$ cat src/common/fpk_pkg.sv
// Binary32 types and pipeline latencies for the kernel. NaN and infinity operands are not supported
`default_nettype none

package fpk_pkg;

	// binary32 field widths
	localparam int EXP_W = 8;
	localparam int FRAC_W = 23;
	localparam int MANT_W = FRAC_W + 1;
	localparam int EXP_BIAS = 127;
	localparam int EXP_INF = 255;

	// signed working exponent, wide enough for overflow and underflow
	localparam int SEXP_W = EXP_W + 2;

	// adder mantissa plus guard, round and sticky
	localparam int EXT_W = MANT_W + 3;

	// unit latencies in clock cycles
	localparam int ADD_LAT = 3;
	localparam int MUL_LAT = 2;

	// longest path is mul, add, add, mul, with the first mul hidden under the first add
	localparam int KERNEL_LAT = 2 * ADD_LAT + MUL_LAT;

	localparam int COUNT_W = 32;

	typedef struct packed {
		logic              sign;
		logic [EXP_W-1:0]  exp;
		logic [FRAC_W-1:0] frac;
	} fp_t;

	// one input sample of the five operand streams
	typedef struct packed {
		fp_t in1;
		fp_t in2;
		fp_t in3;
		fp_t in4;
		fp_t in5;
	} fp_sample_t;

	// the four results that leave together
	typedef struct packed {
		fp_t result_1;
		fp_t result_2;
		fp_t result_3;
		fp_t result_4;
	} fp_result_t;

endpackage

`default_nettype wire

$ cat src/design/delay_line.sv
// Delays one binary32 value by DEPTH clock cycles. DEPTH must be at least 1 and the stages have no reset
`timescale 1ns/1ps
`default_nettype none

module delay_line #(
	parameter int DEPTH = 2
) (
	input  wire          clock,
	input  wire          arst_n,
	input  wire  fpk_pkg::fp_t din,
	output fpk_pkg::fp_t dout
);
	import fpk_pkg::*;

	fp_t stage [DEPTH];

	always_ff @(posedge clock)
	begin
		stage[0] <= din;
		for (int i = 1; i < DEPTH; i++)
			stage[i] <= stage[i-1];
	end

	assign dout = stage[DEPTH-1];

endmodule

`default_nettype wire

$ cat config.mk
export PLATFORM = sky130hd
export DESIGN_NAME = delay_line
export DESIGN_NICKNAME = d
export VERILOG_FILES = /design/src/common/fpk_pkg.sv /design/src/design/delay_line.sv
export SDC_FILE = /design/constraint.sdc
export NUM_CORES = 1
export LEC_CHECK = 0
export BUFFER_PORTS_ARGS = -buffer_cell sky130_fd_sc_hd__buf_2
export CELL_PAD_IN_SITES_DETAIL_PLACEMENT = 0
export CELL_PAD_IN_SITES_GLOBAL_PLACEMENT = 2
export CORE_AREA = 2 2 74 76
export CTS_CLUSTER_DIAMETER = 40
export DETAILED_ROUTE_END_ITERATION = 7
export DIE_AREA = 0 0 76 78
export HOLD_SLACK_MARGIN = 0.15
export PLACE_DENSITY_LB_ADDON = 0.05
export SLEW_MARGIN = 15
export SYNTH_ARGS = -nofsm -noshare
export SYNTH_HDL_FRONTEND = slang
export SYNTH_SLANG_ARGS = --single-unit
$ cat constraint.sdc
create_clock -name clock -period 1.1 [get_ports clock]
set_clock_uncertainty 0.05 [all_clocks]
set_input_delay 0.165 -clock clock [delete_from_list [all_inputs] [get_ports clock]]
set_output_delay 0.165 -clock clock [all_outputs]
set_load 0.005 [all_outputs]
==> reports/results.tsv <==
metric	value	unit
Nets	205	
Detail Route Antenna Nets	0	
Setup crit end kind	output pin	
max reg flops	64	
post-synthesis xor/xnor area fraction	0	%
setup tns final	0	ns
Multi-input gate area	0	um^2
Post-Place Setup Slack	0.486	ns
Slew Viols, Final	0	
worst-path fanout max	1	
largest net degree at the start of global routing	12	
Top Ports	66	
Die H	78	um
HPWL after DPL	1.28	mm
most frequent cells in the layout	64 x buf_2, 64 x dfxtp_1, 32 x dlygate4sd3_1	
DR iter-0 viols	14	
Regs by FF count	stage x64	
total gr overflow	0	
critical path's top delay family	flip-flops	
GRT Max-Usage Layer	met2	
Required @ worst endpoint	0.88	ns
CTS max path bufs	2	
multi-input logic cell count	0	
final worst slack	0.130	ns
P_leak	1.04	nW
post-layout minimum cycle time	0.970	ns
Ys Warns	0	
DRC violations left	0	
mux contribution to synthesized area	0	%
P per Cell Area	2160	nW/um^2
clock insertion delay at the later pin of the skew report	0.33	ns
H-Tree Depth	3	
Fillers	481	
syn_nets	130	
mean post-synth cell area	15.8	um^2
Antenna Cells	0	
Starting Density	30.2	%
WP data arrival	0.76	ns
final period utilization	88.2	%
post-synthesis cell type count	2	
CTS Root Buffer Type	clkbuf_8	
GRT Util Overall	8.23	%
Rows	26	
Yosys reg bits	64	
IO buf count	64	
Pre-Repair DR Iteration Count	4	
part of the Yosys area used for sequential elements	84.2	%
Num CTS Buffers	9	
Critical-path top delay cell	dfxtp_1	
total power	4.82	mW
Routed WL per cell	8.25	um
Top reg by flops	stage	
Critical Path Source Type	register	
CTS sink count	64	
Post-Place Cells	198	
Worst Path Buf+Inv	1	
Synth Area in Simple Gates	0	%
met1 usage	6.87	%
global-route wire length before repair	3.32	mm
Fin. Hold Viols	0	
initial antenna violation count	0	
share of cells above drive strength 1	45.5	%
largest family of logic cells by synthesized area	buffers and inverters	
Post-Synth Adder-Cell Area	0	%
slew margin rel.	92.9	%
RSZ-0062 raised after global routing	false	
outcome	finished, final reports clean	
fin cells	246	
via count	820	
crit-path cells	buf_2	
VDD IR max	0.00103	V
mapped cell area	1520	um^2
GR Layer Usage met2	11.3	%
max incr delay on CP	0.32	ns
Max Freq	1030	MHz
Slew @ Worst Pin	0.106	ns
Vias/cell	3.33	
chip width	76	um
# setup viols final	0	
Layout Utilization	44.2	%
R2R Setup Slk	0.65	ns
vias in the first global route	807	
area grow syn2layout	46.5	%
gpl congestion	0.594	
Max-Cap Viols	0	
Routed WL	2.03	mm
met3 Use GR	9.19	%
Mapped Cells	96	
critical path class	reg2out	
Clock Pin Slew Worst Setup and Hold Paths	0.06	ns
Post-CTS Setup Inserts	0	
Die ar.	5930	um^2
CTS tree	yes	
type of the most critical hold path	reg2reg	
core area	5040	um^2
Compound-Gate Fraction of Synth Area	0	%
[through the flow]
step	cell area [um^2]	hold WS, ns
after CTS	2230	0.275
after detailed placement	1690	0.219
after floorplan	1520	0.143
after global routing	2230	0.281
final	2230	0.276
after global placement	1690	0.217
[cell families (layout without fill, tap and decap cells)]
group,after synthesis,count (layout)
buffers and inverters,32,112
DFF,64,64
[power by group]
group,switching [mW],internal [mW],total [mW]
Sequential,0.0236,2.44,2.47
Combinational,0.0543,0.151,0.206
Clock,0.821,1.32,2.14
Total,0.899,3.92,4.82
[cells in the mapped netlist (all sizes together)]
library cell / count / area, um^2
dfxtp: 64 / 1280
buf: 32 / 240
[path summary, 6_finish.rpt]
path / cells past startpoint / start / endpoint
hold reg to reg: 0 / stage[0][29] / stage[0][61]
hold / removal: 0 / stage[0][29] / stage[0][61]
setup / recovery: 1 / stage[0][59] / dout[27]
setup reg to reg: 0 / stage[0][8] / stage[0][40]
[cell type report]
| class | instances | area (um^2) | area share, % |
|---|---|---|---|
| Clock buffer | 10 | 138 | 6.17 |
| Clock inverter | 6 | 82.6 | 3.70 |
| Sequential cell | 64 | 1280 | 57.5 |
| Tap cell | 70 | 87.6 | 3.93 |
| Timing Repair Buffer | 96 | 641 | 28.7 |
[what timing repair did]
action | in CTS | in global routing
hold endpoints to repair | 32 | 0
hold buffers | 32 | 0
gates resized for setup | 0 | 0
[metal layers]
layer | routed length, um | part of all wire (%)
met5 | 0 | 0
met4 | 60 | 3.0
met3 | 228 | 11
met2 | 943 | 46
met1 | 798 | 39
Power figures use the tool's default switching activity.
