**src/common/fpk_pkg.sv**
```systemverilog
// Binary32 types and pipeline latencies for the kernel. NaN and infinity operands are not supported
`default_nettype none

package fpk_pkg;

	// binary32 field widths
	localparam int EXP_W = 8;
	localparam int FRAC_W = 23;
	localparam int MANT_W = FRAC_W + 1;
	localparam int EXP_BIAS = 127;
	localparam int EXP_INF = 255;

	// signed working exponent, wide enough for overflow and underflow
	localparam int SEXP_W = EXP_W + 2;

	// adder mantissa plus guard, round and sticky
	localparam int EXT_W = MANT_W + 3;

	// unit latencies in clock cycles
	localparam int ADD_LAT = 3;
	localparam int MUL_LAT = 2;

	// longest path is mul, add, add, mul, with the first mul hidden under the first add
	localparam int KERNEL_LAT = 2 * ADD_LAT + MUL_LAT;

	localparam int COUNT_W = 32;

	typedef struct packed {
		logic              sign;
		logic [EXP_W-1:0]  exp;
		logic [FRAC_W-1:0] frac;
	} fp_t;

	// one input sample of the five operand streams
	typedef struct packed {
		fp_t in1;
		fp_t in2;
		fp_t in3;
		fp_t in4;
		fp_t in5;
	} fp_sample_t;

	// the four results that leave together
	typedef struct packed {
		fp_t result_1;
		fp_t result_2;
		fp_t result_3;
		fp_t result_4;
	} fp_result_t;

endpackage

`default_nettype wire

```
**src/fpu_add/fpu_add.sv**
```systemverilog
// Round-to-nearest-even binary32 adder, 3 cycles. Subnormals read and write as +0 and NaN or infinity inputs are not handled
`timescale 1ns/1ps
`default_nettype none

module fpu_add (
	input  wire          clock,
	input  wire          arst_n,
	input  wire  fpk_pkg::fp_t opa,
	input  wire  fpk_pkg::fp_t opb,
	output fpk_pkg::fp_t sum
);
	import fpk_pkg::*;

	fp_t                      fa;
	fp_t                      fb;
	fp_t                      big;
	fp_t                      lesser;
	logic                     swap;
	logic [EXP_W-1:0]         ediff;
	logic [EXP_W-1:0]         shamt;
	logic [2*MANT_W+1:0]      b_wide;

	logic                     s1_sign;
	logic                     s1_sub;
	logic [EXP_W-1:0]         s1_exp;
	logic [EXT_W-1:0]         s1_ma;
	logic [EXT_W-1:0]         s1_mb;

	logic [EXT_W:0]           raw;
	logic [4:0]               lz;
	logic [EXT_W-1:0]         norm;
	logic signed [SEXP_W-1:0] nexp;

	logic                     s2_sign;
	logic                     s2_zero;
	logic signed [SEXP_W-1:0] s2_exp;
	logic [EXT_W-1:0]         s2_mant;

	logic                     round_up;
	logic [MANT_W:0]          rnd;
	logic signed [SEXP_W-1:0] rexp;
	fp_t                      res;

	// leading zeros of the raw sum, EXT_W when it is zero
	function automatic logic [4:0] lzc(input logic [EXT_W-1:0] v);
		logic [4:0] n;
		logic       found;
		n = '0;
		found = 1'b0;
		for (int i = EXT_W - 1; i >= 0; i--)
		begin
			if (v[i])
				found = 1'b1;
			else if (!found)
				n = n + 5'd1;
		end
		return n;
	endfunction

	// stage one: order by magnitude and align the smaller operand
	always_comb
	begin
		fa = opa;
		fb = opb;
		if (opa.exp == '0)
			fa.frac = '0;
		if (opb.exp == '0)
			fb.frac = '0;
		swap = {fb.exp, fb.frac} > {fa.exp, fa.frac};
		big = swap ? fb : fa;
		lesser = swap ? fa : fb;
		ediff = big.exp - lesser.exp;
		// anything shifted past the round bit only feeds sticky
		shamt = (ediff > EXP_W'(MANT_W + 2)) ? EXP_W'(MANT_W + 2) : ediff;
		b_wide = {lesser.exp != '0, lesser.frac, {(MANT_W + 2){1'b0}}} >> shamt;
	end

	always_ff @(posedge clock)
	begin
		s1_sign <= big.sign;
		s1_sub <= fa.sign ^ fb.sign;
		s1_exp <= big.exp;
		s1_ma <= {big.exp != '0, big.frac, 3'b000};
		s1_mb <= {b_wide[2*MANT_W+1:MANT_W], |b_wide[MANT_W-1:0]};
	end

	// stage two: add or subtract, then normalize
	always_comb
	begin
		if (s1_sub)
			raw = {1'b0, s1_ma} - {1'b0, s1_mb};
		else
			raw = {1'b0, s1_ma} + {1'b0, s1_mb};
		lz = lzc(raw[EXT_W-1:0]);
		if (raw[EXT_W])
		begin
			// carry out, keep the dropped bit in sticky
			norm = {raw[EXT_W:2], raw[1] | raw[0]};
			nexp = SEXP_W'(s1_exp) + SEXP_W'(1);
		end
		else
		begin
			norm = raw[EXT_W-1:0] << lz;
			nexp = SEXP_W'(s1_exp) - SEXP_W'(lz);
		end
	end

	always_ff @(posedge clock)
	begin
		s2_sign <= s1_sign;
		s2_zero <= raw == '0;
		s2_exp <= nexp;
		s2_mant <= norm;
	end

	// stage three: round to nearest even, then zero, flush and overflow
	always_comb
	begin
		round_up = s2_mant[2] & (s2_mant[1] | s2_mant[0] | s2_mant[3]);
		rnd = {1'b0, s2_mant[EXT_W-1:3]} + {{MANT_W{1'b0}}, round_up};
		rexp = s2_exp + SEXP_W'(rnd[MANT_W]);
		if (s2_zero || rexp <= SEXP_W'(0))
			res = '0;
		else if (rexp >= SEXP_W'(EXP_INF))
			res = '{sign: s2_sign, exp: '1, frac: '0};
		else
			res = '{sign: s2_sign, exp: rexp[EXP_W-1:0], frac: rnd[FRAC_W-1:0]};
	end

	always_ff @(posedge clock)
	begin
		sum <= res;
	end

	// two zero operands always give +0, whatever their signs
	zero_sum_is_pos_zero: assert property (@(posedge clock) disable iff (!arst_n)
		(opa.exp == '0 && opb.exp == '0) |-> ##ADD_LAT (sum == '0));

endmodule

`default_nettype wire

```
**config.mk**
```make
export PLATFORM = sky130hd
export DESIGN_NAME = fpu_add
export DESIGN_NICKNAME = d
export VERILOG_FILES = /design/src/common/fpk_pkg.sv /design/src/fpu_add/fpu_add.sv
export SDC_FILE = /design/constraint.sdc
export NUM_CORES = 1
export LEC_CHECK = 0
export BUFFER_PORTS_ARGS = -buffer_cell sky130_fd_sc_hd__buf_2
export CORE_MARGIN = 4
export CORE_UTILIZATION = 29
export DETAILED_ROUTE_END_ITERATION = 10
export GPL_ROUTABILITY_DRIVEN = 1
export PLACE_DENSITY = 0.45
export SYNTH_ARGS = -nofsm -noshare
export SYNTH_HDL_FRONTEND = slang
export SYNTH_SLANG_ARGS = --single-unit
```
**constraint.sdc**
```tcl
create_clock -name clock -period 22.9 [get_ports clock]
set_input_delay 1.145 -clock clock [delete_from_list [all_inputs] [get_ports clock]]
set_output_delay 1.145 -clock clock [all_outputs]
set_load 0.005 [all_outputs]
```
==> impl_metrics.tcl <==
set metrics [dict create \
    status "complete, no violations" \
    grt_start_max_net_pins 77 \
    finalSetupViolations 0 \
    htreeDepth 4 \
    synth_nets 2405 \
    cts_tree "yes" \
    crit_family "adder cells" \
    postCtsSetupRepairBufs 0 \
    drt_iter0_markers 1185 \
    path_clk_slew_ns 0.06 \
    wl_um 55100 \
    multi_input_area_um2 12300 \
    cp.required_ns 23.26 \
    ys.flop_type "dfxtp_1" \
    synthesis.area_um2 15800 \
    io_pins 98 \
    crit_arrival_ns 21.53 \
    antenna_found_initial 1 \
    fin_nets 2441 \
    swShare_pct 46.9 \
    max_slew_margin_pct 25.2 \
    rows 85 \
    fin_skew_ns 0.0110 \
    min_period_ns 21.17 \
    max_freq_ghz 0.0472 \
    async_flop_share_pct 0 \
    grt_pass1_vias 15800 \
    drc_errors 0 \
    port_buffers 96 \
    core_um2 53800 \
    hold_class "reg2reg" \
    cp_num_buf_inv 7 \
    synth.distinct_cells 118 \
    synth_top_area_share_pct 16.8 \
    critPathMaxStageDelay_ns 0.55 \
    clockRootBuffer "clkbuf_16" \
    p_leak_nw 7.41 \
    syn_inst 2222 \
    grt_usage_pct 18.7 \
    rsz0062_at_grt "false" \
    cap_viol_max_count 0 \
    wl_per_cell_um 18.6 \
    cts-buffers-inserted 17 \
    post-dp-hpwl_um 44700 \
    cts_buffer_depth 2 \
    fin_setup_tns_ns 0 \
    synth_warnings 0 \
    cts_num_sinks 132 \
    fin_crit_sh_pct 92.5 \
    worst_skew_pair.late_latency_ns 0.43 \
    insertedDiodeCount 0 \
    synth-seq-cells 132 \
    avgSynthCellArea_um2 7.09 \
    area_growth_pct 11.1 \
    ys_seq_area_share_pct 16.8 \
    tightestPinTransition_ns 1.09 \
    power.density_nw_per_um2 77.0 \
    gp_congestion 0.898 \
    ir_worst_vdd_mv 0.0464 \
    initial_utilization_pct 29.3 \
    synth.area.top_cells "dfxtp_1 (17%), ha_1 (9.1%), nor2_1 (6.6%)" \
    startpoint_type "flip-flop" \
    critical_path.max_fanout 30 \
    p_comb_share_pct 54.9 \
    drt-pass1-iter-count 6 \
    grt.overflow.total 0 \
    hold_viol_final 0 \
    crit_path_top_delay_cell "a31oi_2" \
    fill_cells 5854 \
    dieArea_um2 58100 \
    vias 16300 \
    slew_violations 0 \
    synth_edf_count 0 \
    yosys.area.top_type "dfxtp_1" \
    internal_power_mw 0.716 \
    p_seq_share_pct 25.3 \
    clkPwrFrac_pct 19.8 \
    cp-end-kind "flip-flop" \
    critPathMostFrequentCell "ha_1" \
    antenna_left 0 \
    fp.dieW_um 241 \
    die_h_um 241 \
    viasPerCell 5.50 \
    grt_pass1_wl_um 87800 \
    critical_path_class "reg2reg" \
    layout-drive-gt1-share_pct 11.5 \
    seqCellArea_um2 2640 \
    fin_util_pct 32.5 \
    p_switching_mw 0.633 \
]
-- flip-flops by register name (all words and copies together), names as in the netlist --
signal and flops:
sum 32, s1_mb 27, s2_zero 1, s2_exp 10, s2_mant 27, s1_sub 1, s1_ma 24, s1_sign 1
s2_sign 1, s1_exp 8
-- synth_stat cells (all sizes together), types with 32 or more instances --
cell / number
a211oi: 32
nand3: 97
o211ai: 34
nor3: 55
xnor2: 64
nand2: 274
a21o: 33
nor2: 279
ha: 115
o21ai: 162
inv: 112
a21oi: 145
clkbuf: 79
dfxtp: 132
xor2: 55
mux2i: 65
-- timing repair --
item	in CTS	in global routing
resized for setup	0	2
setup endpoints to repair	0	1
hold buffers	0	0
-- placed cells by master (no fill, tap or decap), drive strengths merged, types with 24 or more instances in the layout --
cell type,count
ha,115
nor3,55
nor2,279
o31ai,24
a211oi,32
buf,124
xor2,55
o21ai,162
dfxtp,132
o211ai,34
nand2,274
nand3,97
o22ai,27
and3,29
xnor2,64
a21oi,145
and2,29
nor2b,26
a31oi,25
mux2i,65
a21o,33
inv,123
nor4,24
-- path summary, 6_finish.rpt --
path                        to        startpoint  slack, ns  depth (start not counted)
max          s2_exp[8]$_DFF_P_  s1_mb[0]$_DFF_P_       1.73                        105
min            s2_sign$_DFF_P_   s1_sign$_DFF_P_       0.33                          0
max reg2reg  s2_exp[8]$_DFF_P_  s1_mb[0]$_DFF_P_       1.73                        105
min reg2reg    s2_sign$_DFF_P_   s1_sign$_DFF_P_       0.33                          0
-- stage by stage --
stage                     instance area (µm²)  hold slack (ns)  setup slack (ns)  power [mW]  cells
final                                   17500            0.326              1.73        1.35   2967
after global placement                  16900            0.310              2.14        1.08   2935
after CTS                               17500            0.329              1.72        1.35   2967
after detailed placement                16900            0.315              1.83        1.08   2935
after floorplan                         15800            0.310              4.36       0.841   2222
after global routing                    17500            0.332             0.189        1.45   2967
-- final cells by class --
class,instances,share of cell area (%)
Tap cell,696,4.97
Clock inverter,15,0.915
Clock buffer,17,2.43
Sequential cell,132,15.1
Inverter,112,2.40
Multi-Input combinational cell,1871,70.2
Timing Repair Buffer,124,3.95
-- power by group through the flow --
stage                     Sequential [mW]  Clock [mW]  Combinational [mW]
after floorplan                     0.338           0               0.503
after global placement              0.345           0               0.731
after detailed placement            0.348           0               0.732
after CTS                           0.343       0.275               0.735
after global routing                0.351       0.285               0.819
final                               0.341       0.267               0.740
-- cells by family (layout without fill, tap and decap cells) --
logic type	Yosys count	count (layout)	share of synthesized area (%)
and+or+nand+nor	921	921	28.0
AOI/OAI and AO/OA	626	626	26.9
adders and majority gates	122	122	9.71
DFF	132	132	16.8
buffers and inverters	219	268	5.39
muxes	81	81	5.54
xor gates and xnor gates	121	121	7.69
-- routing by layer --
layer	part of all wire, %	GRT usage, %
met2	47	31.7
met4	2.0	4.69
met5	0.024	0
met3	3.9	2.11
met1	47	25.4
(Power assumes the default switching activity.)
