===== config.mk =====
export PLATFORM = sky130hd
export DESIGN_NAME = fpu_mul
export DESIGN_NICKNAME = d
export VERILOG_FILES = /design/src/common/fpk_pkg.sv /design/src/fpu_mul/fpu_mul.sv
export SDC_FILE = /design/constraint.sdc
export NUM_CORES = 2
export LEC_CHECK = 0
export ABC_AREA = 1
export ABC_CLOCK_PERIOD_IN_PS = 11600
export BUFFER_PORTS_ARGS = -buffer_cell sky130_fd_sc_hd__buf_4
export CAP_MARGIN = 30
export CORE_MARGIN = 3
export CORE_UTILIZATION = 65
export CTS_BUF_LIST = sky130_fd_sc_hd__clkbuf_2
export CTS_CLUSTER_DIAMETER = 100
export DETAILED_ROUTE_END_ITERATION = 7
export GPL_TIMING_DRIVEN = 0
export PLACE_DENSITY_LB_ADDON = 0.3
export SYNTH_ARGS = -nofsm -noshare
export SYNTH_HDL_FRONTEND = slang
export SYNTH_SLANG_ARGS = --single-unit

===== constraint.sdc =====
create_clock -name clock -period 11.6 [get_ports clock]
set_input_delay 0 -clock clock [delete_from_list [all_inputs] [get_ports clock]]
set_output_delay 0 -clock clock [all_outputs]
set_load 0.01 [all_outputs]

===== src/common/fpk_pkg.sv =====
// Binary32 types and pipeline latencies for the kernel. NaN and infinity operands are not supported
`default_nettype none

package fpk_pkg;

	// binary32 field widths
	localparam int EXP_W = 8;
	localparam int FRAC_W = 23;
	localparam int MANT_W = FRAC_W + 1;
	localparam int EXP_BIAS = 127;
	localparam int EXP_INF = 255;

	// signed working exponent, wide enough for overflow and underflow
	localparam int SEXP_W = EXP_W + 2;

	// adder mantissa plus guard, round and sticky
	localparam int EXT_W = MANT_W + 3;

	// unit latencies in clock cycles
	localparam int ADD_LAT = 3;
	localparam int MUL_LAT = 2;

	// longest path is mul, add, add, mul, with the first mul hidden under the first add
	localparam int KERNEL_LAT = 2 * ADD_LAT + MUL_LAT;

	localparam int COUNT_W = 32;

	typedef struct packed {
		logic              sign;
		logic [EXP_W-1:0]  exp;
		logic [FRAC_W-1:0] frac;
	} fp_t;

	// one input sample of the five operand streams
	typedef struct packed {
		fp_t in1;
		fp_t in2;
		fp_t in3;
		fp_t in4;
		fp_t in5;
	} fp_sample_t;

	// the four results that leave together
	typedef struct packed {
		fp_t result_1;
		fp_t result_2;
		fp_t result_3;
		fp_t result_4;
	} fp_result_t;

endpackage

`default_nettype wire


===== src/fpu_mul/fpu_mul.sv =====
// Round-to-nearest-even binary32 multiplier, 2 cycles. Subnormals read and write as +0 and NaN or infinity inputs are not handled
`timescale 1ns/1ps
`default_nettype none

module fpu_mul (
	input  wire          clock,
	input  wire          arst_n,
	input  wire  fpk_pkg::fp_t opa,
	input  wire  fpk_pkg::fp_t opb,
	output fpk_pkg::fp_t product
);
	import fpk_pkg::*;

	logic                     s1_sign;
	logic                     s1_zero;
	logic signed [SEXP_W-1:0] s1_exp;
	logic [2*MANT_W-1:0]      s1_prod;

	logic [MANT_W-1:0]        mant;
	logic                     guard;
	logic                     sticky;
	logic signed [SEXP_W-1:0] nexp;
	logic [MANT_W:0]          rnd;
	logic signed [SEXP_W-1:0] rexp;
	fp_t                      res;

	// stage one: sign, biased exponent sum and full mantissa product
	always_ff @(posedge clock)
	begin
		s1_sign <= opa.sign ^ opb.sign;
		s1_zero <= (opa.exp == '0) || (opb.exp == '0);
		s1_exp <= SEXP_W'(opa.exp) + SEXP_W'(opb.exp) - SEXP_W'(EXP_BIAS);
		s1_prod <= (2*MANT_W)'({1'b1, opa.frac}) * (2*MANT_W)'({1'b1, opb.frac});
	end

	// stage two: the product lies in [1, 4) so at most one shift is needed
	always_comb
	begin
		if (s1_prod[2*MANT_W-1])
		begin
			mant = s1_prod[2*MANT_W-1 -: MANT_W];
			guard = s1_prod[MANT_W-1];
			sticky = |s1_prod[MANT_W-2:0];
			nexp = s1_exp + SEXP_W'(1);
		end
		else
		begin
			mant = s1_prod[2*MANT_W-2 -: MANT_W];
			guard = s1_prod[MANT_W-2];
			sticky = |s1_prod[MANT_W-3:0];
			nexp = s1_exp;
		end
		rnd = {1'b0, mant} + {{MANT_W{1'b0}}, guard & (sticky | mant[0])};
		// rounding carry leaves an all-zero fraction
		rexp = nexp + SEXP_W'(rnd[MANT_W]);
		if (s1_zero || rexp <= SEXP_W'(0))
			res = '0;
		else if (rexp >= SEXP_W'(EXP_INF))
			res = '{sign: s1_sign, exp: '1, frac: '0};
		else
			res = '{sign: s1_sign, exp: rexp[EXP_W-1:0], frac: rnd[FRAC_W-1:0]};
	end

	always_ff @(posedge clock)
	begin
		product <= res;
	end

	// only a flushed or exact zero may lose the sign of the operands
	product_sign: assert property (@(posedge clock) disable iff (!arst_n)
		(product != '0) |-> (product.sign == $past(opa.sign ^ opb.sign, MUL_LAT)));

endmodule

`default_nettype wire


==> out/summary.json <==
{
  "clock_network": {
    "clockBufferDepth": 2,
    "cts.root.buffer_cell": "sky130_fd_sc_hd__clkbuf_2",
    "ctsResizeCount": 0,
    "cts_hold_buffers": 38,
    "clk_transition_reported_paths_ns": 0.28,
    "clock-sinks": 92,
    "cts_buffers": 9,
    "cts_tree": "built",
    "h-tree-depth": 3,
    "clock_latency_on_the_worst_skew_pair_ns": 0.61,
    "cts_setup_buffers": 0
  },
  "setup_path": {
    "crit_path_max_fanout": 10,
    "critPathArrivalTime_ns": 7.47,
    "criticalPathCategory": "primary input to register",
    "element_type_at_the_critical_path_end": "register",
    "startpoint_type": "primary input",
    "cp.required_ns": 12.14
  },
  "cells_and_area": {
    "area_growth_pct": 7.92,
    "drive_above_1_share_pct": 5.68,
    "register_area_sq_mm": 0.00184,
    "most_common_cell_after_layout_fill_and_taps_aside": "sky130_fd_sc_hd__inv_1",
    "multi_input_area_sq_mm": 0.0177,
    "layout.nets": 3957,
    "commonest_non_fill_non_tap_cells_in_the_layout": "964 x sky130_fd_sc_hd__inv_1, 738 x sky130_fd_sc_hd__nand2_1, 483 x sky130_fd_sc_hd__fa_1",
    "n_fill_cell": 2902
  },
  "timing": {
    "timing_hold_violations_final": 0,
    "final-setup-viol-count": 0,
    "grt_setup_unrepaired": "no",
    "timing.final.crit_period_ns": 6.93,
    "tns_ns": 0,
    "max_clock_freq_mhz": 144,
    "slew_violations": 0,
    "timing.clock.skew_ns": 0.0686,
    "timing_worst_slew_pin_value_ns": 1.14,
    "slew_headroom_pct": 23.9,
    "period_share_pct": 59.7
  },
  "placement": {
    "port-buffer-count": 96,
    "dp_hpwl_um": 65400,
    "globalplace.congestion": 1.05
  },
  "synthesis": {
    "yosysSeqAreaShare_pct": 7.80,
    "ys_warn_count": 0,
    "synth_fp_nets": 3806,
    "syn_area_per_cell_sq_um": 7.70,
    "synth_cell_type_count": 42,
    "netlist_area_sq_mm": 0.0236,
    "synth_seq_cells": 92,
    "syn-instance-count": 3065
  },
  "routing": {
    "drt_drc_violations_left": 0,
    "drtIter0Drc": 2024,
    "via_per_instance_ratio": 5.61,
    "route.vias.total": 20667,
    "final_antenna_net_count": 0,
    "wirelength_um": 79800,
    "wl_per_cell_um": 21.6,
    "first_pass_iters": 8
  },
  "global_route": {
    "first_global_vias": 22187,
    "gr-usage-met2_pct": 67.7,
    "grt_first_pass_wirelength_um": 123000,
    "maximum_number_of_pins_on_one_net_before_global_route_repair": 17,
    "grt_overflow": 0,
    "gr-max-usage-layer": "met2",
    "track_usage_pct": 42.4,
    "gr-usage-met1_pct": 53.0,
    "use_met3_pct": 12.5,
    "grt_antenna_before_repair": 2
  },
  "floorplanning": {
    "chipWidth_um": 197,
    "fp.dieH_um": 197,
    "floorplan.io_pins": 98,
    "core.rowCount": 69,
    "core-area_sq_mm": 0.0357,
    "die_area_sq_mm": 0.0386,
    "floorplan.initialDensity_pct": 66.2
  },
  "job": {
    "maxCapViolCount": 0
  },
  "run_status": {
    "result_of_the_run": "completed"
  },
  "worst_hold_path": {
    "worst_min_path_class": "primary input to register"
  }
}
[synthesized netlist by cell type (all sizes together)]
cell type | count | area share [%]
xor2 | 50 | 1.9
ha | 192 | 10
o211ai | 6 | 0.19
a22o | 1 | 0.037
xnor2 | 22 | 0.82
o21a | 2 | 0.064
or2 | 8 | 0.21
nand3 | 44 | 1.0
o21bai | 14 | 0.45
nand2 | 746 | 12
a21oi | 71 | 1.5
o21ai | 59 | 1.3
nor2 | 146 | 2.7
a31oi | 5 | 0.13
nand4 | 14 | 0.37
nor3 | 12 | 0.28
clkbuf | 92 | 1.5
nor4 | 10 | 0.27
o2111ai | 1 | 0.037
a21o | 7 | 0.22
mux2i | 2 | 0.085
and3 | 1 | 0.027
fa | 483 | 41
nand3b | 4 | 0.13
buf | 8 | 0.36
a21boi | 5 | 0.16
inv | 968 | 15
dfxtp | 92 | 7.8
[final cells by class]
| type | instances | area share (%) |
|---|---|---|
| multi-input cells | 1905 | 69.5 |
| inverters | 968 | 14.3 |
| flip-flops and latches | 92 | 7.23 |
| repair buffers | 140 | 4.66 |
| well taps | 461 | 2.26 |
| plain buffers | 100 | 1.68 |
| clock buffers | 10 | 0.196 |
| clock inverters | 6 | 0.187 |
| diodes | 3 | 0.0295 |
[kinds of logic (layout without fill, tap and decap cells)]
family / Yosys count / count (layout) / synth area share (%)
AND/OR/NAND/NOR: 985 / 985 / 17.0
XOR/XNOR: 72 / 72 / 2.67
flip-flops: 92 / 92 / 7.80
other: 0 / 3 / 0
adder cells (fa/ha/maj): 675 / 675 / 51.1
buffers and inverters: 1068 / 1224 / 17.2
multiplexers: 2 / 2 / 0.0848
AO/OA/AOI/OAI: 171 / 171 / 4.11
[state kept, by name, indices dropped and copies added (netlist names)]
signal and count:
product 32, s1_exp 10, s1_prod 48, s1_sign 1, s1_zero 1
[per-stage QoR]
step / hold slack, ns / setup WS (ns) / area (sq um) / utilization [%] / instances
detailed placement: 0.199 / 4.52 / 24900 / 69.9 / 3623
global route: 0.0768 / 4.44 / 25500 / 71.4 / 3683
global placement: 0.186 / 4.61 / 24900 / 69.8 / 3622
finish: 0.113 / 4.67 / 25500 / 71.4 / 3685
CTS: 0.00407 / 4.85 / 25400 / 71.2 / 3677
floorplan: 0.0926 / 5.99 / 23600 / - / 3065
[worst max-delay path, stage by stage]
cell and delay (ns):
sky130_fd_sc_hd__dlygate4sd3_1 0.53, sky130_fd_sc_hd__buf_4 0.16, sky130_fd_sc_hd__clkbuf_1 0.59, sky130_fd_sc_hd__inv_1 0.15
sky130_fd_sc_hd__fa_1 0.56, sky130_fd_sc_hd__inv_1 0.06, sky130_fd_sc_hd__fa_1 0.53, sky130_fd_sc_hd__inv_1 0.08
sky130_fd_sc_hd__fa_1 0.55, sky130_fd_sc_hd__inv_1 0.06, sky130_fd_sc_hd__fa_1 0.49, sky130_fd_sc_hd__fa_1 0.58
sky130_fd_sc_hd__fa_1 0.51, sky130_fd_sc_hd__inv_1 0.05, sky130_fd_sc_hd__fa_1 0.48, sky130_fd_sc_hd__inv_1 0.04
sky130_fd_sc_hd__ha_1 0.37, sky130_fd_sc_hd__nand2_1 0.14, sky130_fd_sc_hd__nor2_1 0.12, sky130_fd_sc_hd__inv_1 0.06
sky130_fd_sc_hd__nor2_1 0.19, sky130_fd_sc_hd__nand3_1 0.09, sky130_fd_sc_hd__o21ai_0 0.65, sky130_fd_sc_hd__nand2_1 0.11
sky130_fd_sc_hd__nand2_1 0.11, sky130_fd_sc_hd__xor2_1 0.21
[per-layer routing]
| metal | part of all wire, % | routed length, um | vias to the layer above |
|---|---|---|---|
| met1 | 35 | 28200 | 10009 |
| met4 | 6.6 | 5280 | 0 |
| met5 | 0 | 0 | - |
| li1 | - | - | 8972 |
| met2 | 45 | 36000 | 1354 |
| met3 | 13 | 10300 | 332 |
[final timing paths]
| kind | to | depth (start not counted) | startpoint | slack [ns] |
|---|---|---|---|---|
| hold reg to reg | product[31]$_SDFF_PP0_ | 2 | s1_sign$_DFF_P_ | 0.44 |
| setup reg to reg | product[19]$_SDFF_PP0_ | 28 | s1_prod[47]$_DFF_P_ | 7.02 |
| setup / recovery | s1_prod[45]$_DFF_P_ | 26 | opb[0] | 4.67 |
| hold / removal | s1_exp[3]$_DFF_P_ | 4 | opa[24] | 0.11 |
Power is left out: the tool's default activity adds up to more than one toggle a clock period on the data nets, which glitch-free logic cannot reach.
