[config.mk]
export PLATFORM = sky130hd
export DESIGN_NAME = kernel_control
export DESIGN_NICKNAME = d
export VERILOG_FILES = /design/src/common/fpk_pkg.sv /design/src/design/kernel_control.sv
export SDC_FILE = /design/constraint.sdc
export NUM_CORES = 1
export LEC_CHECK = 0
export CAP_MARGIN = 20
export CELL_PAD_IN_SITES_DETAIL_PLACEMENT = 0
export CELL_PAD_IN_SITES_GLOBAL_PLACEMENT = 1
export CORE_UTILIZATION = 45
export CTS_CLUSTER_SIZE = 10
export DETAILED_ROUTE_END_ITERATION = 10
export DONT_BUFFER_PORTS = 1
export PLACE_DENSITY = 0.68
export RECOVER_POWER = 25
export SETUP_SLACK_MARGIN = 0.2
export SYNTH_ARGS = -nofsm -noshare
export SYNTH_HDL_FRONTEND = slang
export SYNTH_SLANG_ARGS = --single-unit
[constraint.sdc]
create_clock -name clock -period 2.9 [get_ports clock]
set_input_delay 0.145 -clock clock [delete_from_list [all_inputs] [get_ports clock]]
set_output_delay 0.145 -clock clock [all_outputs]
set_load 0.02 [all_outputs]
[src/common/fpk_pkg.sv]
// Binary32 types and pipeline latencies for the kernel. NaN and infinity operands are not supported
`default_nettype none

package fpk_pkg;

	// binary32 field widths
	localparam int EXP_W = 8;
	localparam int FRAC_W = 23;
	localparam int MANT_W = FRAC_W + 1;
	localparam int EXP_BIAS = 127;
	localparam int EXP_INF = 255;

	// signed working exponent, wide enough for overflow and underflow
	localparam int SEXP_W = EXP_W + 2;

	// adder mantissa plus guard, round and sticky
	localparam int EXT_W = MANT_W + 3;

	// unit latencies in clock cycles
	localparam int ADD_LAT = 3;
	localparam int MUL_LAT = 2;

	// longest path is mul, add, add, mul, with the first mul hidden under the first add
	localparam int KERNEL_LAT = 2 * ADD_LAT + MUL_LAT;

	localparam int COUNT_W = 32;

	typedef struct packed {
		logic              sign;
		logic [EXP_W-1:0]  exp;
		logic [FRAC_W-1:0] frac;
	} fp_t;

	// one input sample of the five operand streams
	typedef struct packed {
		fp_t in1;
		fp_t in2;
		fp_t in3;
		fp_t in4;
		fp_t in5;
	} fp_sample_t;

	// the four results that leave together
	typedef struct packed {
		fp_t result_1;
		fp_t result_2;
		fp_t result_3;
		fp_t result_4;
	} fp_result_t;

endpackage

`default_nettype wire

[src/design/kernel_control.sv]
// Valid tracking for the kernel. Assumes every accepted sample leaves after KERNEL_LAT cycles with no stall
`timescale 1ns/1ps
`default_nettype none

module kernel_control (
	input  wire                         clock,
	input  wire                         arst_n,
	input  wire                         in_valid,
	output logic                        out_valid,
	output logic                        busy,
	output logic [fpk_pkg::COUNT_W-1:0] sample_count
);
	import fpk_pkg::*;

	// one token per sample in flight
	logic [KERNEL_LAT-1:0] token;

	always_ff @(posedge clock or negedge arst_n)
	begin
		if (!arst_n)
			token <= '0;
		else
			token <= {token[KERNEL_LAT-2:0], in_valid};
	end

	assign out_valid = token[KERNEL_LAT-1];
	assign busy = |token;

	// completed samples
	always_ff @(posedge clock or negedge arst_n)
	begin
		if (!arst_n)
			sample_count <= '0;
		else if (out_valid)
			sample_count <= sample_count + COUNT_W'(1);
	end

	// a result can only appear from a token that was already in flight
	out_needs_busy: assert property (@(posedge clock) disable iff (!arst_n)
		$rose(out_valid) |-> $past(busy));

endmodule

`default_nettype wire

==> results of run 1 <==
## logic make-up (layout without fill, tap and decap cells)
family / after synthesis / after routing / share of synthesized area
XOR/XNOR: 31 / 31 / 0.167
adder cells (fa/ha/maj): 1 / 1 / 0.00750
buffers and inverters: 3 / 12 / 0.00975
flip-flops: 40 / 40 / 0.600
multiplexers: 1 / 1 / 0.00675
AND/OR/NAND/NOR: 54 / 54 / 0.209
## per-layer routing
layer	up-vias	share of wire
met5	-	0
met4	0	0.017
met3	6	0.069
met2	29	0.44
met1	494	0.47
li1	471	-
## synthesized netlist by cell type
master   number
buf_4         1
ha_1          1
xor2_1        9
nand3_1      13
and4_4        1
nor2_1        5
nor4_1        3
and3_1        6
mux2_2        1
nand4_4       1
inv_1         1
dfrtp_1      40
nor4_2        1
xor2_2        1
nor3_1        2
nand4_1       9
and4_1        1
buf_2         1
nand4_2       2
nand2_1       8
xnor2_1      21
nor3_4        2
## final timing paths
| check | endpoint | slack, ps |
|---|---|---|
| min reg2reg | token[6] | 380 |
| min in group clock | token[6] | 380 |
| max in group asynchronous | sample_count[24] | 2400 |
| max reg2reg | sample_count[26] | 780 |
| min | sample_count[5] | 310 |
| max | sample_count[26] | 780 |
## worst reg2reg max path, cell delays in order, from the launching register on
cell and delay [ps]:
dfrtp_1 560, nand4_1 220, nor4_2 830, nand4_1 220, xnor2_1 180
## registers in the layout (all words and copies together) (netlist names)
register / count
token: 8
sample_count: 32
## final cells by class
type                    count  area [um^2]  share of cell area
well taps                  46         57.6              0.0312
clock buffers               5         68.8              0.0373
repair buffers              3         40.0              0.0217
clock inverters             3         23.8              0.0129
multi-input cells          87          651               0.353
inverters                   1         3.75             0.00203
flip-flops and latches     40         1000               0.542
## per-stage QoR
| stage | hold WS, ps | cell area (um^2) |
|---|---|---|
| final | 306 | 1850 |
| after floorplan | -151 | 1670 |
| after CTS | 291 | 1850 |
| after detailed placement | -150 | 1710 |
| after global routing | 316 | 1850 |
| after global placement | -150 | 1710 |
## report_power, final
part           switching (W)  leakage (nW)  internal (W)
registers           0.000140         0.529      0.000607
logic              0.0000453         0.278     0.0000516
clock network       0.000203        0.0404      0.000170
total               0.000388         0.848      0.000828
## timing repair
action,4_1_cts,5_1_grt
setup endpoints to repair,0,0
hold endpoints to repair,41,0
hold buffers,3,0
==> key figures, run 1 <==
GRT
  – GRT Total Usage: 0.167
  – GR peak layer: met2
  – Pin count of the biggest net entering global routing: 41
  – First-pass GRT wire length: 4.97 mm
  – Initial antenna violation count: 0
  – Global routing usage on met3: 0.0949
  – Met2 Use GR: 0.228
  – Grt met1 use: 0.210
  – GRT overflow: 0
  – Number of global-route vias before repair: roughly 990

Synthesis
  – Yosys top cell area share: 0.600
  – Yosys top cell by area: dfrtp_1
  – Mean Syn Cell Area: 12.8 um^2
  – Post-synthesis register bit count: 40
  – Syn nets: between 100 and 150
  – Synth unique cells: 22
  – Yosys warning count: 0
  – Syn Std Cell Area: between 1500 and 2000 um^2
  – Post-synthesis sequential area ratio: 0.600
  – Cell count after synthesis: 130
  – Synth top area cells: dfrtp_1 (60%), xnor2_1 (11%), xor2_1 (4.7%), nand3_1 (3.9%), nand4_1 (3.4%)

Die
  – Top-Level Pins: 37
  – Core box area: 3440 um^2
  – Initial Utilization: 0.485
  – Die area: ~4000 um^2
  – DIE HEIGHT: about 63 um
  – Rows: 21
  – Die Wd: 62.9 um

Clock network
  – TritonCTS buffer count: 5
  – Largest buffer count on any clock path: 2
  – CTS clk-pin slew, worst paths: approximately 80 ps
  – # resized after CTS: 0
  – CTS tree: built
  – H-tree depth: 2
  – Clock root cell: clkbuf_8
  – Clk sinks: 40
  – Total setup buffers inserted after CTS: 0
  – Clock Latency Late Sink: 290 ps

Worst setup path
  – Critical path fanouts, max: 11
  – Slowest CP cell: nor4_2
  – FF-to-FF path depth: 4
  – WP data required: 3080 ps
  – WP buf/inv: 0
  – CP arrival: approximately 2300 ps
  – Most common cell on crit path: nand4_1
  – CP cell instances: nand4_1, nor4_2, nand4_1, xnor2_1
  – Levels on crit path: 4
  – CP Capture Type: flop
  – Setup CP Type: reg2reg
  – FF-to-FF Start: sample_count[11]
  – CP startpoint: sample_count[11]
  – Crit path max-delay family: simple AND/OR/NAND/NOR gates
  – Crit path launch type: flop
  – CP max stage delay: 830 ps

Worst hold path
  – Hold/Removal Path Class: in2async

Run status
  – Status: finished, final reports clean

Cells and area
  – Diodes inserted: 0
  – Post-layout nets: 142
  – Final std cells w/o fill: 185
  – Most frequent standard cell in the layout excluding fill and tap cells: dfrtp_1
  – Area Overhead vs Synth: 10.7%
  – Fill cell total of the finished layout: approximately 300
  – Highest-count cells in the layout ignoring fill and taps: dfrtp_1 (40), xnor2_1 (21), nand3_1 (13)
  – Core Util, Final: 0.536
  – Share of cells above drive strength 1: 0.129

Detailed routing
  – DRC viols: 0
  – Starting DRT DRC Count: 28
  – Routed wire per std cell: 14.9 um
  – Vias per inst: 5.41
  – Drt first pass iters: 4
  – Via count: 1000
  – Routed wire length: 2.75 mm
  – Post-route ant nets: 0

Flow run
  – Total of max-cap violations: 0

Timing
  – Worst-Margin Slew: between 900 and 1000 ps
  – Clock Skews: 2.28 ps
  – Post-route worst setup slack: 784 ps
  – Slew Limit Fails: 0
  – Highest Clock Rate: 473 MHz
  – Slew headroom: 0.385
  – Setup_tns: 0 ps
  – RSZ-0062 raised after global routing: no
  – Count of final setup violators: 0
  – Min cycle time layout: 2120 ps
  – Tcrit/Tclk final: 0.730
  – Final Hold Fails: 0

Place
  – DP HPWL: about 1.9 mm
  – # placed instances: between 150 and 200
  – Placer Congestion: between 0.7 and 0.8
  – Place WS: ~800 ps
  – IO Port Bufs: 0

Pwr
  – Power per Cell Area: 659 nW/um^2
  – LEAKAGE: around 0.85 nW
  – Max VDD drop: 451 uV
  – Pwr Total: 0.00122 W
Power figures use the tool's default switching activity.
==> run 2: changes to the inputs <==
==> constraint.sdc (replaced) <==
create_clock -name clock -period 2.2 [get_ports clock]
set_input_delay 0.11 -clock clock [delete_from_list [all_inputs] [get_ports clock]]
set_output_delay 0.11 -clock clock [all_outputs]
set_load 0.02 [all_outputs]
==> run 2 against run 1 <==
  * Cell count increased by 0.54%
  * Worst setup slack got worse by 450 ps
  * Largest power group unchanged
  * First-iteration DRC count rose by 61%
  * Utilization increased by 0.33 points
  * Critical endpoint is now sample_count[14]
  * Clock-buffer cell count is the same
  * Sequential share of layout area fell by 0.33 points
==> key figures, run 2 (synthesis results as in run 1) <==
Die
  – Core box area: 3440 um^2
  – Initial Utilization: 0.485
  – Top-Level Pins: 37
  – DIE HEIGHT: 62.9 um
  – Rows: 21
  – Die area: 3950 um^2
  – Die Wd: 62.9 um

Pwr
  – Power per Cell Area: just over 900 nW/um^2
  – P_sw: 0.000502 W
  – Sw Share: 0.295
  – Max VDD drop: 491 uV
  – Internal: 0.00120 W
  – LEAKAGE: 0.862 nW
  – Gate power share: 0.075
  – Clock share of power: 0.348
  – Register share of total power: 0.578

Timing
  – Tcrit/Tclk final: 0.848
  – Highest Clock Rate: 536 MHz
  – Slew headroom: 0.369
  – Final Hold Fails: 0
  – Worst-Margin Slew: around 950 ps
  – Slew Limit Fails: 0
  – RSZ-0062 raised after global routing: no
  – Setup_tns: 0 ps
  – Clock Skews: around 5.5 ps
  – Count of final setup violators: 0
  – Min cycle time layout: 1870 ps

Place
  – Placed instance area: 1720 um^2
  – Placer Congestion: 0.698
  – # placed instances: approximately 180
  – DP HPWL: around 1.9 mm
  – IO Port Bufs: 0

Cells and area
  – Share of cells above drive strength 1: 0.136
  – Fin area: ~1900 um^2
  – Area Overhead vs Synth: 11.3%
  – Highest-count cells in the layout ignoring fill and taps: dfrtp_1 (40), xnor2_1 (21), nand3_1 (13)
  – Post-layout nets: 143
  – Max reg flops: 32
  – Diodes inserted: 0
  – Most frequent standard cell in the layout excluding fill and tap cells: dfrtp_1
  – Largest Register: sample_count
  – Largest registers: sample_count (32), token (8)
  – Final std cells w/o fill: around 190

Worst setup path
  – CP max stage delay: about 520 ps
  – Setup CP Type: reg2reg
  – WP data required: roughly 2400 ps
  – WP buf/inv: 0
  – CP arrival: 2080 ps
  – Slowest CP cell: dfrtp_1
  – CP Capture Type: flop
  – Crit path launch type: flop
  – Crit path max-delay family: simple AND/OR/NAND/NOR gates
  – Critical path fanouts, max: 10
  – CP cell instances: ha_1, nand3_1, nor3_4, and4_4, xor2_2

GRT
  – Number of global-route vias before repair: slightly below 1000
  – GRT overflow: 0
  – First-pass GRT wire length: 4.89 mm
  – Pin count of the biggest net entering global routing: 41
  – Initial antenna violation count: 0
  – GRT Total Usage: 0.162

Flow run
  – Total of max-cap violations: 0

Worst hold path
  – Hold/Removal Path Class: in2reg

Clock network
  – Clock Latency Late Sink: 290 ps
  – TritonCTS buffer count: 5
  – Clk sinks: 40
  – Clock root cell: clkbuf_8
  – H-tree depth: 2
  – CTS clk-pin slew, worst paths: around 80 ps
  – CTS tree: built
  – Largest buffer count on any clock path: 2

Detailed routing
  – Routed wire per std cell: 15.0 um
  – DRC viols: 0
  – Via count: just under 1000
  – Starting DRT DRC Count: 45
  – Drt first pass iters: 4
  – Post-route ant nets: 0
  – Routed wire length: 2.80 mm
  – Vias per inst: 5.34

Run status
  – Status: finished, final reports clean
[run 2: changes by cell type in the layout (fill, tap and decap cells not counted)]
cell,delta
clkinv_4,-1
bufinv_16,+1
clkinvlp_4,-1
clkinv_2,+1
buf_4,+1
clkbuf_2,+1
buf_12,-1
[run 2: path summary, 6_finish.rpt]
kind                            startpoint  slack (ps)                to  depth (start not counted)
hold reg to reg                   token[3]         380          token[4]                          0
min in group asynchronous           arst_n         520   sample_count[6]                          2
setup reg to reg           sample_count[0]         330  sample_count[14]                          5
max in group asynchronous           arst_n        1100  sample_count[21]                          2
setup / recovery           sample_count[0]         330  sample_count[14]                          5
hold / removal                    in_valid         380          token[0]                          1
[run 2: power groups by stage]
stage	combinational, W	clock [W]	sequential, W
6_report	0.000127	0.000592	0.000983
5_1_grt	0.000145	0.000640	0.000999
3_3_place_gp	0.000105	0	0.000999
2_1_floorplan	0.0000981	0	0.000978
4_1_cts	0.000134	0.000611	0.000987
3_5_place_dp	0.000112	0	0.00100
[run 2: metrics by stage]
step	setup WS [ps]	utilization	power (W)	hold WS, ps
2_1_floorplan	591	-	0.00108	-186
3_3_place_gp	404	0.500	0.00110	-185
3_5_place_dp	336	0.500	0.00111	-185
4_1_cts	327	0.544	0.00173	268
5_1_grt	212	0.539	0.00178	366
6_report	334	0.539	0.00170	382
[run 2: repair_timing]
action | 4_1_cts | 5_1_grt
hold buffers | 3 | 0
hold endpoints to repair | 41 | 0
setup endpoints to repair | 0 | 0
setup buffers | 0 | 0
resized for setup | 0 | 0
[run 2: cell type report]
class / count / area (um^2)
Inverter: 1 / 3.75
Multi-Input combinational cell: 87 / 651
Clock buffer: 5 / 68.8
Tap cell: 46 / 57.6
Sequential cell: 40 / 1000
Timing Repair Buffer: 4 / 32.5
Fill cell: 320 / 1590
Clock inverter: 3 / 42.5
[run 2: layer usage]
layer	track usage	vias to the layer above	part of all wire
li1	-	466	-
met1	0.220	498	0.46
met2	0.230	24	0.47
met3	0.0693	6	0.059
met4	0.0523	0	0.0082
met5	0	-	0
[run 2: worst reg2reg max path: cells and delay by family, from the launching register on]
family,cells,cell delay [ps]
AND/OR/NAND/NOR,3,910
flip-flops,1,520
adder cells (fa/ha/maj),1,250
XOR/XNOR,1,120
